`src/verif/program.hex`:
```
// One instruction word per line: opcode, rd, rs, rt or imm4 nibbles (BR: opcode, 12-bit offset)
4105  // 00 ADDI r1, r0, 5
420D  // 02 ADDI r2, r0, -3
1312  // 04 ADD r3, r1, r2
2431  // 06 SUB r4, r3, r1
5512  // 08 LOAD r5, r1, 2
1652  // 0a ADD r6, r5, r2, stall on rs
572F  // 0c LOAD r7, r2, -1
0000  // 0e NOP, no stall
5810  // 10 LOAD r8, r1, 0
3923  // 12 AND r9, r2, r3, no match
5A18  // 14 LOAD r10, r1, -8
6A21  // 16 STORE r10, r2, 1, stall on rd
5B34  // 18 LOAD r11, r3, 4
1C1B  // 1a ADD r12, r1, r11, stall on rt
7003  // 1c BR +3 words to 22
4111  // 1e ADDI r1, r1, 1
2221  // 20 SUB r2, r2, r1
5D07  // 22 LOAD r13, r0, 7
4EDE  // 24 ADDI r14, r13, -2, stall
5F43  // 26 LOAD r15, r4, 3
51F0  // 28 LOAD r1, r15, 0, stall
7002  // 2a BR +2 words to 2e
1211  // 2c ADD r2, r1, r1
630C  // 2e STORE r3, r0, -4
4437  // 30 ADDI r4, r3, 7
7002  // 32 BR +2 words to 36
3543  // 34 AND r5, r4, r3
565E  // 36 LOAD r6, r5, -2
7002  // 38 BR +2 words to 3c, reads nothing
0000  // 3a NOP
2766  // 3c SUB r7, r6, r6
7FE1  // 3e BR -31 words back to 00

```
`src/common/fetch_pkg.sv`:
```
// Fetch constants: reset address, PC step, ROM depth and program image path
`default_nettype none

package fetch_pkg;

   // First fetch address out of reset
   localparam logic [15:0] RESET_PC = 16'h0000;

   // Byte addressed PC, two bytes per instruction
   localparam logic [15:0] PC_STEP = 16'd2;

   // ROM depth in words
   localparam int ROM_WORDS = 32;

   // Word index width into the ROM
   localparam int ROM_AW = $clog2(ROM_WORDS);

   // Program image, one hex word per line
   localparam string ROM_FILE = "/design/src/verif/program.hex";

endpackage

`default_nettype wire

```
`src/common/isa_pkg.sv`:
```
// ISA widths, opcode encoding, instruction formats and the instruction word union
`default_nettype none

package isa_pkg;

   // Word and field widths
   localparam int WORD_W = 16;
   localparam int REG_W  = 4;
   localparam int OPC_W  = 4;
   localparam int IMM_W  = 4;
   localparam int OFS_W  = 12;

   // Opcode field, top nibble of every word
   typedef enum logic [OPC_W-1:0] {
      OP_NOP   = 4'd0,
      OP_ADD   = 4'd1,
      OP_SUB   = 4'd2,
      OP_AND   = 4'd3,
      OP_ADDI  = 4'd4,
      OP_LOAD  = 4'd5,
      OP_STORE = 4'd6,
      OP_BR    = 4'd7
   } opcode_e;

   // All-zero word decodes as NOP, used for bubbles
   localparam logic [WORD_W-1:0] NOP_WORD = '0;

   // Register format: ADD, SUB, AND
   typedef struct packed {
      opcode_e          opcode;
      logic [REG_W-1:0] rd;
      logic [REG_W-1:0] rs;
      logic [REG_W-1:0] rt;
   } r_fmt_t;

   // Immediate format: ADDI, LOAD, STORE
   typedef struct packed {
      opcode_e          opcode;
      logic [REG_W-1:0] rd;
      logic [REG_W-1:0] rs;
      logic [IMM_W-1:0] imm4;
   } i_fmt_t;

   // Branch format, offset counted in words
   typedef struct packed {
      opcode_e          opcode;
      logic [OFS_W-1:0] offset;
   } b_fmt_t;

   // One word, three views
   typedef union packed {
      r_fmt_t r;
      i_fmt_t i;
      b_fmt_t b;
   } instr_u;

endpackage

`default_nettype wire

```
`src/fetch/fetch_unit.sv`:
```
// Fetch stage: program counter, branch wait flag and bubble insertion
`timescale 1ns/1ps
`default_nettype none

module fetch_unit
   import isa_pkg::*;
   import fetch_pkg::*;
(
   input  logic              clk,
   input  logic              rst,
   input  logic              load_stall,
   input  logic              branch_resolved,
   input  logic              branch_taken,
   input  logic [WORD_W-1:0] branch_target,
   input  logic [WORD_W-1:0] rom_word,
   output logic [WORD_W-1:0] pc,
   output logic              if_valid,
   output logic [WORD_W-1:0] if_pc,
   output logic [WORD_W-1:0] if_instr,
   output logic              fetch_wait
);

   logic [WORD_W-1:0] pc_q;
   logic [WORD_W-1:0] pc_next;
   logic              wait_q;
   logic              wait_next;
   logic              is_branch;

   // No valid fetch while a branch is outstanding
   assign if_valid = !wait_q;
   assign if_pc    = pc_q;
   // Bubble word while waiting
   assign if_instr = wait_q ? NOP_WORD : rom_word;

   // Opcode peek only, full decode happens downstream
   assign is_branch = if_valid && (opcode_e'(rom_word[WORD_W-1:WORD_W-OPC_W]) == OP_BR);

   // Next PC select
   always_comb begin
      pc_next   = pc_q;
      wait_next = wait_q;
      if (branch_resolved) begin
         // Redirect or fall through, wait ends on this edge
         if (branch_taken) begin
            pc_next = branch_target;
         end
         wait_next = 1'b0;
      end else if (!wait_q && !load_stall) begin
         // Normal advance
         pc_next = pc_q + PC_STEP;
         // BR leaving fetch starts the wait
         wait_next = is_branch;
      end
   end

   always_ff @(posedge clk) begin
      if (rst) begin
         pc_q   <= RESET_PC;
         wait_q <= 1'b0;
      end else begin
         pc_q   <= pc_next;
         wait_q <= wait_next;
      end
   end

   assign pc         = pc_q;
   assign fetch_wait = wait_q;

   // Halfword alignment holds through every redirect
   a_pc_even : assert property (@(posedge clk) disable iff (rst)
      !pc_q[0]);

   // Execute stage resolves only what fetch is waiting on
   a_resolve_in_wait : assert property (@(posedge clk) disable iff (rst)
      branch_resolved |-> wait_q);

   // Taken target must be aligned
   a_target_even : assert property (@(posedge clk) disable iff (rst)
      (branch_resolved && branch_taken) |-> !branch_target[0]);

   // Valid fetches stay inside the ROM image
   a_pc_in_rom : assert property (@(posedge clk) disable iff (rst)
      if_valid |-> (pc_q[WORD_W-1:1] < ROM_WORDS));

endmodule

`default_nettype wire

```
`src/fetch/instr_rom.sv`:
```
// Instruction ROM loaded from the program image, combinational read
`timescale 1ns/1ps
`default_nettype none

module instr_rom
   import isa_pkg::*;
   import fetch_pkg::*;
(
   input  logic [WORD_W-1:0] pc,
   output logic [WORD_W-1:0] rom_word
);

   // Program storage
   logic [WORD_W-1:0] mem [ROM_WORDS];

   // Word address, byte bit dropped
   logic [WORD_W-2:0] word_addr;
   logic              in_range;

   // Image loaded once at time zero
   initial begin
      $readmemh(ROM_FILE, mem);
   end

   assign word_addr = pc[WORD_W-1:1];
   assign in_range  = (word_addr < ROM_WORDS);

   // Same cycle read
   always_comb begin
      if (in_range) begin
         rom_word = mem[word_addr[ROM_AW-1:0]];
      end else begin
         // Past the end reads as NOP
         rom_word = NOP_WORD;
      end
   end

endmodule

`default_nettype wire

```
`src/hdl/cpu_front_end.sv`:
```
// Front end top: fetch, instruction ROM, decode and load-use detection
`timescale 1ns/1ps
`default_nettype none

module cpu_front_end
   import isa_pkg::*;
(
   input  logic              clk,
   input  logic              rst,
   input  logic              branch_resolved,
   input  logic              branch_taken,
   input  logic [WORD_W-1:0] branch_target,
   output logic [WORD_W-1:0] pc,
   output logic              fetch_wait,
   output logic              load_stall,
   output logic              id_valid,
   output logic [WORD_W-1:0] id_pc,
   output opcode_e           id_opcode,
   output logic [REG_W-1:0]  id_rd,
   output logic [REG_W-1:0]  id_rs,
   output logic [REG_W-1:0]  id_rt,
   output logic [WORD_W-1:0] id_imm
);

   // Fetch to ROM and decode
   logic [WORD_W-1:0] rom_word;
   logic              if_valid;
   logic [WORD_W-1:0] if_pc;
   logic [WORD_W-1:0] if_instr;

   // PC, wait state and bubbles
   fetch_unit u_fetch (
      .clk             (clk),
      .rst             (rst),
      .load_stall      (load_stall),
      .branch_resolved (branch_resolved),
      .branch_taken    (branch_taken),
      .branch_target   (branch_target),
      .rom_word        (rom_word),
      .pc              (pc),
      .if_valid        (if_valid),
      .if_pc           (if_pc),
      .if_instr        (if_instr),
      .fetch_wait      (fetch_wait)
   );

   // Program memory, read in the fetch cycle
   instr_rom u_rom (
      .pc       (pc),
      .rom_word (rom_word)
   );

   // Decode register and fields
   instr_decode u_decode (
      .clk        (clk),
      .rst        (rst),
      .load_stall (load_stall),
      .if_valid   (if_valid),
      .if_pc      (if_pc),
      .if_instr   (if_instr),
      .id_valid   (id_valid),
      .id_pc      (id_pc),
      .id_opcode  (id_opcode),
      .id_rd      (id_rd),
      .id_rs      (id_rs),
      .id_rt      (id_rt),
      .id_imm     (id_imm)
   );

   // Hazard against the load in decode
   load_use_detect u_hazard (
      .if_valid   (if_valid),
      .if_instr   (if_instr),
      .id_valid   (id_valid),
      .id_opcode  (id_opcode),
      .id_rd      (id_rd),
      .load_stall (load_stall)
   );

endmodule

`default_nettype wire

```
`src/hdl/instr_decode.sv`:
```
// Decode stage with pipeline register, bubble load and field split by format
`timescale 1ns/1ps
`default_nettype none

module instr_decode
   import isa_pkg::*;
(
   input  logic              clk,
   input  logic              rst,
   input  logic              load_stall,
   input  logic              if_valid,
   input  logic [WORD_W-1:0] if_pc,
   input  logic [WORD_W-1:0] if_instr,
   output logic              id_valid,
   output logic [WORD_W-1:0] id_pc,
   output opcode_e           id_opcode,
   output logic [REG_W-1:0]  id_rd,
   output logic [REG_W-1:0]  id_rs,
   output logic [REG_W-1:0]  id_rt,
   output logic [WORD_W-1:0] id_imm
);

   logic              valid_q;
   logic [WORD_W-1:0] pc_q;
   instr_u            word_q;

   // Valid flag and word with a NOP bubble on a stall
   always_ff @(posedge clk) begin
      if (rst) begin
         valid_q <= 1'b0;
         word_q  <= NOP_WORD;
      end else if (load_stall) begin
         valid_q <= 1'b0;
         word_q  <= NOP_WORD;
      end else begin
         valid_q <= if_valid;
         // Fetch already sends NOP for its own bubbles
         word_q  <= if_instr;
      end
   end

   // Address travels along with the word
   always_ff @(posedge clk) begin
      pc_q <= if_pc;
   end

   assign id_valid = valid_q;
   assign id_pc    = pc_q;

   // Field split
   always_comb begin
      id_opcode = word_q.r.opcode;
      // rd and rs sit in the same bits for R and I
      id_rd     = word_q.r.rd;
      id_rs     = word_q.r.rs;
      id_rt     = '0;
      id_imm    = '0;
      case (word_q.r.opcode)
         OP_ADD, OP_SUB, OP_AND: begin
            id_rt = word_q.r.rt;
         end
         OP_ADDI, OP_LOAD, OP_STORE: begin
            // Sign extended 4 bit immediate
            id_imm = {{(WORD_W-IMM_W){word_q.i.imm4[IMM_W-1]}}, word_q.i.imm4};
         end
         OP_BR: begin
            // Word offset to byte offset
            id_imm = {{(WORD_W-OFS_W-1){word_q.b.offset[OFS_W-1]}}, word_q.b.offset, 1'b0};
         end
         default: begin
            // NOP and unused codes carry no fields
            id_rt  = '0;
         end
      endcase
   end

   // Decode comes out of reset empty
   a_empty_after_reset : assert property (@(posedge clk)
      rst |=> !valid_q);

   // Bubbles from fetch or from a stall must decode as NOP
   a_bubble_is_nop : assert property (@(posedge clk) disable iff (rst)
      !valid_q |-> (word_q.r.opcode == OP_NOP));

endmodule

`default_nettype wire

```
`src/hdl/load_use_detect.sv`:
```
// Load-use hazard check between the fetched word and a load in decode
`timescale 1ns/1ps
`default_nettype none

module load_use_detect
   import isa_pkg::*;
(
   input  logic              if_valid,
   input  logic [WORD_W-1:0] if_instr,
   input  logic              id_valid,
   input  opcode_e           id_opcode,
   input  logic [REG_W-1:0]  id_rd,
   output logic              load_stall
);

   instr_u f_word;
   logic   uses_rs;
   logic   uses_rt;
   logic   uses_rd;
   logic   src_hit;
   logic   id_is_load;

   assign f_word = if_instr;

   // Source registers per opcode
   always_comb begin
      uses_rs = 1'b0;
      uses_rt = 1'b0;
      uses_rd = 1'b0;
      case (f_word.r.opcode)
         OP_ADD, OP_SUB, OP_AND: begin
            uses_rs = 1'b1;
            uses_rt = 1'b1;
         end
         OP_ADDI, OP_LOAD: begin
            uses_rs = 1'b1;
         end
         OP_STORE: begin
            // Base register plus the stored data register
            uses_rs = 1'b1;
            uses_rd = 1'b1;
         end
         default: begin
            // NOP and BR read nothing
            uses_rs = 1'b0;
         end
      endcase
   end

   // Any read source matching the load destination
   assign src_hit = (uses_rs && (f_word.i.rs == id_rd)) ||
                    (uses_rt && (f_word.r.rt == id_rd)) ||
                    (uses_rd && (f_word.i.rd == id_rd));

   assign id_is_load = id_valid && (id_opcode == OP_LOAD);

   // Stall only against a real fetch
   assign load_stall = id_is_load && if_valid && src_hit;

endmodule

`default_nettype wire

```
`config.mk`:
```
export PLATFORM = sky130hd
export DESIGN_NAME = cpu_front_end
export DESIGN_NICKNAME = d
export VERILOG_FILES = /design/src/common/fetch_pkg.sv /design/src/common/isa_pkg.sv /design/src/fetch/fetch_unit.sv /design/src/fetch/instr_rom.sv /design/src/hdl/cpu_front_end.sv /design/src/hdl/instr_decode.sv /design/src/hdl/load_use_detect.sv
export SDC_FILE = /design/constraint.sdc
export NUM_CORES = 1
export LEC_CHECK = 0
export BUFFER_PORTS_ARGS = -buffer_cell sky130_fd_sc_hd__buf_2
export CAP_MARGIN = 10
export CELL_PAD_IN_SITES_DETAIL_PLACEMENT = 0
export CELL_PAD_IN_SITES_GLOBAL_PLACEMENT = 1
export CORE_MARGIN = 5
export CORE_UTILIZATION = 30
export CTS_CLUSTER_DIAMETER = 30
export DETAILED_ROUTE_END_ITERATION = 10
export HOLD_SLACK_MARGIN = 0.02
export MAX_ROUTING_LAYER = met4
export PLACE_DENSITY = 0.82
export SLEW_MARGIN = 5
export SYNTH_ARGS = -nofsm -noshare
export SYNTH_HDL_FRONTEND = slang
export SYNTH_SLANG_ARGS = --single-unit
```
`constraint.sdc`:
```
create_clock -name clk -period 2.3 [get_ports clk]
set_input_delay 0.115 -clock clk [delete_from_list [all_inputs] [get_ports clk]]
set_output_delay 0.115 -clock clk [all_outputs]
set_load 0.005 [all_outputs]
```
==> results.toml, run 1 <==
[placement]
port_buffers = 52
dp_worst_setup_slack_ns = 0.4481
dp_hpwl_mm = 2.691
gp_congestion = 0.7906

[layout]
area_delta_synth_final_pct = 20.52
fill_cells = 522
num-nets-final = 239
final_layout_size_suffix_gt1_frac = 0.2785
antenna_cells = 0

[sta]
finalCritPeriodShare = 0.8158
rsz0062_at_grt = "no"
tightest_slew_ns = 0.5704
skew_ns = 0.008461
setup_violations = 0
fin_crit_ns = 1.876
timing.setup.tns_ns = 0
slew-limit-headroom = 0.6197
hold_viol_final = 0
max_freq_mhz = 532.9
slew_viol_final = 0
fin_ws_ns = 0.4236

[min_path]
min_from = "branch_target[1]"
min_path_cells = 3
hp-class = "in2reg"

[pwr]
p_leak_nw = 0.8095
power.share.clock = 0.424
power.switching_mw = 0.2979
pwr-share-comb = 0.092
total_power_mw = 1.305
p_seq_frac = 0.484
swShare = 0.2282
power_density_nw_per_um2 = 727.8
internal_power_mw = 1.007
ir_drop_uv = 213.3

[clock_tree]
cts_tree = "done"
postCtsSetupBuffers = 0
root_buffer = "clkbuf_8"
clk_latency_ns = 0.28
cts_resized = 0
cts_hold_buf = 0
clockBufferDepth = 2
htreeDepth = 2
clock_sinks = 33
path_clk_slew_ns = 0.07
numCtsBuffers = 5

[synth]
synth.area.top_cells = "dfxtp_1 44%, buf_4 17%, a21oi_1 3.7%"
yosys_warnings = 0
synth_edf_count = 0
synth_cells = 166
synth_top_area_cell = "dfxtp_1"
synth_top_area_frac = 0.4441
synth_common_cells = "34 x buf_4, 33 x dfxtp_1, 12 x nand2_1, 11 x a21oi_1, 10 x nor2_1"
ys_async_sr_fraction = 0
synth_area_per_cell_um2 = 8.962
synth_cell_types = 31
synth.cell_area_um2 = 1488
yosysMostFrequentCell = "buf_4"
ys_seq_elements = 33
synth_seq_area_share = 0.4441
ys.flop_type = "dfxtp_1"

[critical_path]
reg2regPathDepth = 5
end_kind = "flop"
critPathTopFamily = "simple AND/OR/NAND/NOR gates"
max_stage_delay_ns = 0.47
critical_path.slowest_cell = "or4_4"
crit_cells = 5
worstPathMaxFanout = 8
worstPathBufferInverterCount = 0
startpoint = "u_fetch.if_pc[1]"
required_ns = 2.51
crit_arrival_ns = 2.09
startpoint_type = "flop"
crit_chain = "ha_1 > nand3_1 > or4_4 > or3_1 > a31oi_1"
critPathKind = "reg2reg"
r2r-start = "u_fetch.if_pc[1]"

[global_route]
grt.total_usage = 0.1101
grt_remaining_overflow = 0
grt_max_degree = 24
grt_antenna_before_repair = 0
grt_pass1_wl_mm = 5.368
grt_pass1_vias = 1107

[floorplan]
die_h_um = 80.42
core_area_um2 = 4755
dieWidth_um = 80.42
row_count = 25
io_pins = 87
start_util = 0.3129
die_area_um2 = 6467

[routing]
drt_iter0_markers = 64
vias_per_cell = 4.476
drc = 0
dr.pass1.iters = 4
wl_mm = 3.642
vias = 1280
ant_nets = 0
routedWlPerCell_um = 12.73

[status]
outcome = "completed"

[job]
max-cap-violations = 0
[metrics by stage]
stage,util,instances,area (um2),hold WS [ns]
after floorplan,-,199,1612,0.1844
final,0.3771,286,1793,0.08078
after detailed placement,0.3526,278,1677,0.3647
after global routing,0.3771,286,1793,0.08429
after global placement,0.3526,278,1677,0.3588
after CTS,0.3771,286,1793,0.07184
[worst register-to-register path, stage by stage, from the launching register on]
cell     delay (ns)
dfxtp_1        0.44
ha_1           0.27
nand3_1        0.16
or4_4          0.47
or3_1          0.32
a31oi_1        0.15
[per-layer routing]
metal	routed length, um	global-route usage
met1	1609	0.1390
met2	1633	0.1639
met3	357	0.04260
met4	41	0.03041
met5	0	-
[cell type report]
type,instances,area (um2),share of cell area
inverter,1,3.754,0.002094
clock inverter,1,30.03,0.01675
sequential,33,660.6,0.3685
multi-input combinational,125,668.1,0.3726
timing repair buffer,52,260.3,0.1452
clock buffer,7,86.33,0.04815
tap,67,83.83,0.04676
[kinds of logic after synthesis]
group | Yosys count | synth area share
fa+ha+maj | 1 | 0.008409
other cells | 1 | 0.002521
mux | 3 | 0.02019
flops | 33 | 0.4441
simple gates | 50 | 0.1766
buf+inv | 41 | 0.1901
compound gates | 37 | 0.1581
[final timing paths]
| kind | endpoint | slack [ns] |
|---|---|---|
| hold reg to reg | u_decode.id_pc[0] | 0.37 |
| hold / removal | u_fetch.if_pc[1] | 0.08 |
| setup reg to reg | u_fetch.if_pc[11] | 0.42 |
| setup / recovery | u_fetch.if_pc[11] | 0.42 |
[cell usage in the layout (no fill, tap or decap)]
cell	n
a2bb2oi_1	1
clkbuf_8	6
nor4b_1	1
or3_1	6
a32oi_1	1
a21oi_1	11
nor4_1	4
nor2b_1	3
o211ai_1	4
mux2i_1	3
nand3_1	6
and4_1	2
nand2_2	1
a22oi_1	3
a31oi_1	5
clkbuf_1	1
nor2_1	10
a221oi_1	1
nand4_1	2
o21ai_0	6
buf_2	52
nand2_1	12
inv_1	1
dfxtp_1	33
and3_1	1
and2_1	1
conb_1	34
ha_1	1
a211oi_1	3
bufinv_16	1
a311oi_1	2
or4_4	1
[state kept, by name (all words and copies together) (netlist names)]
signal,cells
u_fetch.if_pc,16
u_decode.id_valid,1
u_decode.id_pc,16
[power by group through the flow]
stage | Sequential (mW) | Clock (mW) | Combinational, mW
after floorplan | 0.642 | 0 | 0.101
after global placement | 0.644 | 0 | 0.120
after detailed placement | 0.645 | 0 | 0.119
after CTS | 0.632 | 0.568 | 0.119
after global routing | 0.638 | 0.591 | 0.135
final | 0.632 | 0.553 | 0.119
No activity file was read; power rests on OpenSTA's default activity.
==> run 2, diff against run 1 <==
--- a/config.mk
+++ b/config.mk
@@ -5,17 +5,18 @@
 export SDC_FILE = /design/constraint.sdc
 export NUM_CORES = 1
 export LEC_CHECK = 0
+export ABC_AREA = 1
 export BUFFER_PORTS_ARGS = -buffer_cell sky130_fd_sc_hd__buf_2
 export CAP_MARGIN = 10
 export CELL_PAD_IN_SITES_DETAIL_PLACEMENT = 0
 export CELL_PAD_IN_SITES_GLOBAL_PLACEMENT = 1
 export CORE_MARGIN = 5
-export CORE_UTILIZATION = 30
+export CORE_UTILIZATION = 27
 export CTS_CLUSTER_DIAMETER = 30
 export DETAILED_ROUTE_END_ITERATION = 10
 export HOLD_SLACK_MARGIN = 0.02
 export MAX_ROUTING_LAYER = met4
-export PLACE_DENSITY = 0.82
+export PLACE_DENSITY = 0.78
 export SLEW_MARGIN = 5
 export SYNTH_ARGS = -nofsm -noshare
 export SYNTH_HDL_FRONTEND = slang
==> constraint.sdc (replaced) <==
create_clock -name clk -period 1.6 [get_ports clk]
set_input_delay 0.08 -clock clk [delete_from_list [all_inputs] [get_ports clk]]
set_output_delay 0.08 -clock clk [all_outputs]
set_load 0.005 [all_outputs]
==> results.toml, run 2 <==
[status]
outcome = "completed"

[clock_tree]
postCtsSetupBuffers = 0
cts_hold_buf = 0
numCtsBuffers = 5
clock_sinks = 33
clk_latency_ns = 0.29
clockBufferDepth = 2
path_clk_slew_ns = 0.07
root_buffer = "clkbuf_8"
cts_resized = 0
htreeDepth = 2
cts_tree = "done"

[synth]
synth_seq_area_share = 0.4090
ys.flop_type = "dfxtp_1"
synth.area.top_cells = "dfxtp_1 41%, buf_4 16%, nand2_1 11%"
synth_cells = 216
synth_area_per_cell_um2 = 7.478
synth_edf_count = 0
synth.cell_area_um2 = 1615
synth_top_area_cell = "dfxtp_1"
synth_cell_types = 24
ys_async_sr_fraction = 0
synth_top_area_frac = 0.4090
synth_common_cells = "49 x nand2_1, 34 x buf_4, 33 x dfxtp_1, 23 x inv_1, 21 x nand3_1"
ys_seq_elements = 33
yosys_warnings = 0
yosysMostFrequentCell = "nand2_1"

[pwr]
ir_drop_uv = 341.5
total_power_mw = 1.789
internal_power_mw = 1.333
power.switching_mw = 0.4557
pwr-share-comb = 0.108
swShare = 0.2547
p_seq_frac = 0.504
power.share.clock = 0.388
p_leak_nw = 0.9460
power_density_nw_per_um2 = 928.4

[layout]
layout_commonest_cell = "buf_2"
fill_cells = 673
multi_input_area_um2 = 705.7
final_layout_size_suffix_gt1_frac = 0.2601
final_core_util = 0.3274
layout.cells.non_filler = 348
area_delta_synth_final_pct = 19.29
layout_common_cells = "52 x buf_2, 49 x nand2_1, 34 x conb_1"
antenna_cells = 0
fin_area_um2 = 1927
ff_latch_area_um2 = 660.6
num-nets-final = 293

[routing]
ant_nets = 0
dr.pass1.iters = 4
drc = 0
routedWlPerCell_um = 11.45
vias = 1403
wl_mm = 3.984
drt_iter0_markers = 86
vias_per_cell = 4.032

[sta]
max_freq_mhz = 717.0
skew_ns = 0.009340
hold_viol_final = 0
setup_violations = 0
timing.setup.tns_ns = 0
whs_ns = 0.04994
fin_ws_ns = 0.2053
fin_crit_ns = 1.395
slew_viol_final = 0
rsz0062_at_grt = "no"
finalCritPeriodShare = 0.8717

[critical_path]
required_ns = 1.79
reg2regPathDepth = 8
startpoint_type = "flop"
end_kind = "flop"
critPathCapture = "u_fetch.if_pc[7]"
rr_endpoint = "u_fetch.if_pc[7]"
crit_arrival_ns = 1.58
r2r-start = "u_fetch.if_pc[2]"
r2r_slack_ns = 0.21
startpoint = "u_fetch.if_pc[2]"
worstPathMaxFanout = 9
critPathKind = "reg2reg"

[global_route]
grt_max_degree = 17
grt_pass1_vias = 1307
grt_remaining_overflow = 0
grt_antenna_before_repair = 0
grt_pass1_wl_mm = 6.223
grt.total_usage = 0.1086

[floorplan]
die_h_um = 87.35
row_count = 28
dieWidth_um = 87.35
die_area_um2 = 7629
start_util = 0.2744
core_area_um2 = 5886
io_pins = 87

[job]
max-cap-violations = 0

[min_path]
hp-class = "in2reg"

[placement]
port_buffers = 52
place_area_um2 = 1826
dp_cells = 340
dp_hpwl_mm = 3.028
dp_worst_setup_slack_ns = 0.2090
gp_congestion = 0.7350
run 2: kinds of logic (layout without fill, tap and decap cells):
kind of cell    after synthesis  in the layout  synth area share
simple gates                 91             91            0.2564
buf+inv                      63             87            0.2308
flops                        33             33            0.4090
compound gates               26             26           0.08830
fa+ha+maj                     1              1          0.007745
other cells                   1             34          0.002322
xor+xnor                      1              1          0.005423
run 2: routing by layer:
metal  up-vias  wire [um]  global-route usage
met5         -          0                   -
met4         0         53             0.03766
li1        733          -                   -
met3         6        410             0.04352
met1       613       1673              0.1236
met2        51       1847              0.1726
run 2: final cells by class:
type,count,area share
Multi-Input combinational cell,153,0.3662
Inverter,26,0.05065
Clock inverter,1,0.002597
Clock buffer,7,0.05000
Tap cell,75,0.04870
Timing Repair Buffer,53,0.1390
Sequential cell,33,0.3429
run 2: worst min-delay path by stage:
stage / start / to / slack [ns] / depth (start not counted)
finish: branch_target[0] / u_fetch.if_pc[0] / 0.05 / 3
floorplan: rst / u_fetch.if_pc[3] / 0.15 / 1
CTS: branch_target[0] / u_fetch.if_pc[0] / 0.05 / 3
global placement: branch_target[0] / u_fetch.if_pc[0] / 0.34 / 3
global route: branch_target[0] / u_fetch.if_pc[0] / 0.06 / 3
detailed placement: branch_target[0] / u_fetch.if_pc[0] / 0.35 / 3
run 2: power groups by stage:
stage | combinational [mW] | sequential (mW) | clock (mW)
floorplan | 0.156 | 0.922 | 0
global placement | 0.192 | 0.919 | 0
detailed placement | 0.194 | 0.921 | 0
CTS | 0.195 | 0.902 | 0.712
global route | 0.224 | 0.910 | 0.761
finish | 0.194 | 0.902 | 0.693
run 2: critical path: stages (launching register included):
cell and delay (ns):
dfxtp_1 0.39, ha_1 0.21, nand3_1 0.12, nor2_4 0.21, nand2_1 0.10, nand3_1 0.08, o211ai_1 0.08, nand2_1 0.07
inv_1 0.03
==> run 3, diff against run 2 <==
--- a/config.mk
+++ b/config.mk
@@ -16,7 +16,7 @@
 export DETAILED_ROUTE_END_ITERATION = 10
 export HOLD_SLACK_MARGIN = 0.02
 export MAX_ROUTING_LAYER = met4
-export PLACE_DENSITY = 0.78
+export PLACE_DENSITY_LB_ADDON = 0.05
 export SLEW_MARGIN = 5
 export SYNTH_ARGS = -nofsm -noshare
 export SYNTH_HDL_FRONTEND = slang
==> results.toml, run 3 (same netlist as run 2, synthesis figures left out) <==
[routing]
routedWlPerCell_um = 11.87
drc = 0
vias = 1401
drt_iter0_markers = 43
vias_per_cell = 4.014
route.met2.wl_mm = 1.686
wl_mm = 4.143
drt-met1-wl_mm = 2.054
met3_length_um = 352
dr.pass1.iters = 4
ant_nets = 0
top_layer_used = "met4"

[placement]
dp_hpwl_mm = 3.058
port_buffers = 52
dp_worst_setup_slack_ns = 0.2837
gp_congestion = 0.7115
place_area_um2 = 1841

[clock_tree]
clock_sinks = 33
cts_hold_buf = 0
cts_tree = "done"
postCtsSetupBuffers = 0
clockBufferDepth = 2
numCtsBuffers = 5
cts_resized = 0
path_clk_slew_ns = 0.07
htreeDepth = 2
clk_latency_ns = 0.28
root_buffer = "clkbuf_8"

[critical_path]
startpoint = "u_fetch.if_pc[2]"
r2r_slack_ns = 0.30
crit_arrival_ns = 1.49
reg2regPathDepth = 8
critPathKind = "reg2reg"
r2r-start = "u_fetch.if_pc[2]"
startpoint_type = "flop"
critPathCapture = "u_fetch.if_pc[7]"
end_kind = "flop"
worstPathMaxFanout = 9
rr_endpoint = "u_fetch.if_pc[7]"
required_ns = 1.78

[sta]
rsz0062_at_grt = "no"
fin_ws_ns = 0.2962
finalCritPeriodShare = 0.8149
skew_ns = 0.006786
slew_viol_final = 0
fin_crit_ns = 1.304
setup_violations = 0
timing.setup.tns_ns = 0
hold_viol_final = 0
max_freq_mhz = 767.0

[layout]
num-nets-final = 295
layout_common_cells = "52 x buf_2, 49 x nand2_1, 34 x conb_1"
final_core_util = 0.3274
final_layout_size_suffix_gt1_frac = 0.2591
layout_commonest_cell = "buf_2"
antenna_cells = 0
area_delta_synth_final_pct = 19.29
fin_area_um2 = 1927

[pwr]
power_density_nw_per_um2 = 904.5
ir_drop_uv = 265.6
p_leak_nw = 0.9467
total_power_mw = 1.743

[floorplan]
core_area_um2 = 5886
row_count = 28
start_util = 0.2744
die_h_um = 87.35
io_pins = 87
dieWidth_um = 87.35
die_area_um2 = 7629

[min_path]
hp-class = "in2reg"

[global_route]
grt.total_usage = 0.1147
grt_antenna_before_repair = 0
grt_pass1_wl_mm = 6.582
grt_max_degree = 17
grt_pass1_vias = 1334
grt_remaining_overflow = 0

[status]
outcome = "completed"

[job]
max-cap-violations = 0
-- run 3: cell count changes in the layout (fill, tap and decap cells not counted), sizes merged --
cell and change:
buf +2, clkinv -1
-- run 3: layout make-up --
type	count	area (um2)
tap	75	93.84
sequential	33	660.6
fill	673	3959
timing repair buffer	55	282.8
clock buffer	7	86.33
multi-input combinational	153	705.7
inverter	26	97.59
-- run 3: worst min path at each step --
stage                startpoint               end  slack [ns]  cells past startpoint
6_report       branch_target[0]  u_fetch.if_pc[0]        0.06                      3
5_1_grt        branch_target[0]  u_fetch.if_pc[0]        0.06                      3
2_1_floorplan               rst  u_fetch.if_pc[3]        0.15                      1
3_3_place_gp   branch_target[0]  u_fetch.if_pc[0]        0.34                      3
3_5_place_dp   branch_target[0]  u_fetch.if_pc[0]        0.35                      3
4_1_cts        branch_target[0]  u_fetch.if_pc[0]        0.05                      3
-- run 3: layer usage --
| layer | vias up | global-route usage |
|---|---|---|
| met1 | 603 | 0.1597 |
| met4 | 0 | 0.03766 |
| met2 | 61 | 0.1589 |
| met5 | - | - |
| li1 | 733 | - |
| met3 | 4 | 0.03122 |
-- run 3: worst max-delay path, stage by stage, from the launching register on --
cell and delay (ns):
dfxtp_1 0.34, ha_1 0.19, nand3_1 0.13, nor2_4 0.21, nand2_1 0.10, nand3_1 0.08
o211ai_1 0.08, nand2_1 0.06, inv_1 0.03
-- run 3: power by group --
group / switching [mW] / total, mW / internal, mW
clock: 0.301 / 0.642 / 0.342
sequential: 0.0323 / 0.899 / 0.866
combinational: 0.120 / 0.202 / 0.0819
total: 0.453 / 1.74 / 1.29
-- run 3: metrics by stage --
step                hold slack [ns]  instances
floorplan                    0.1494        249
global placement             0.3436        342
detailed placement           0.3472        342
CTS                         0.04946        349
global route                0.06256        349
finish                      0.05730        349
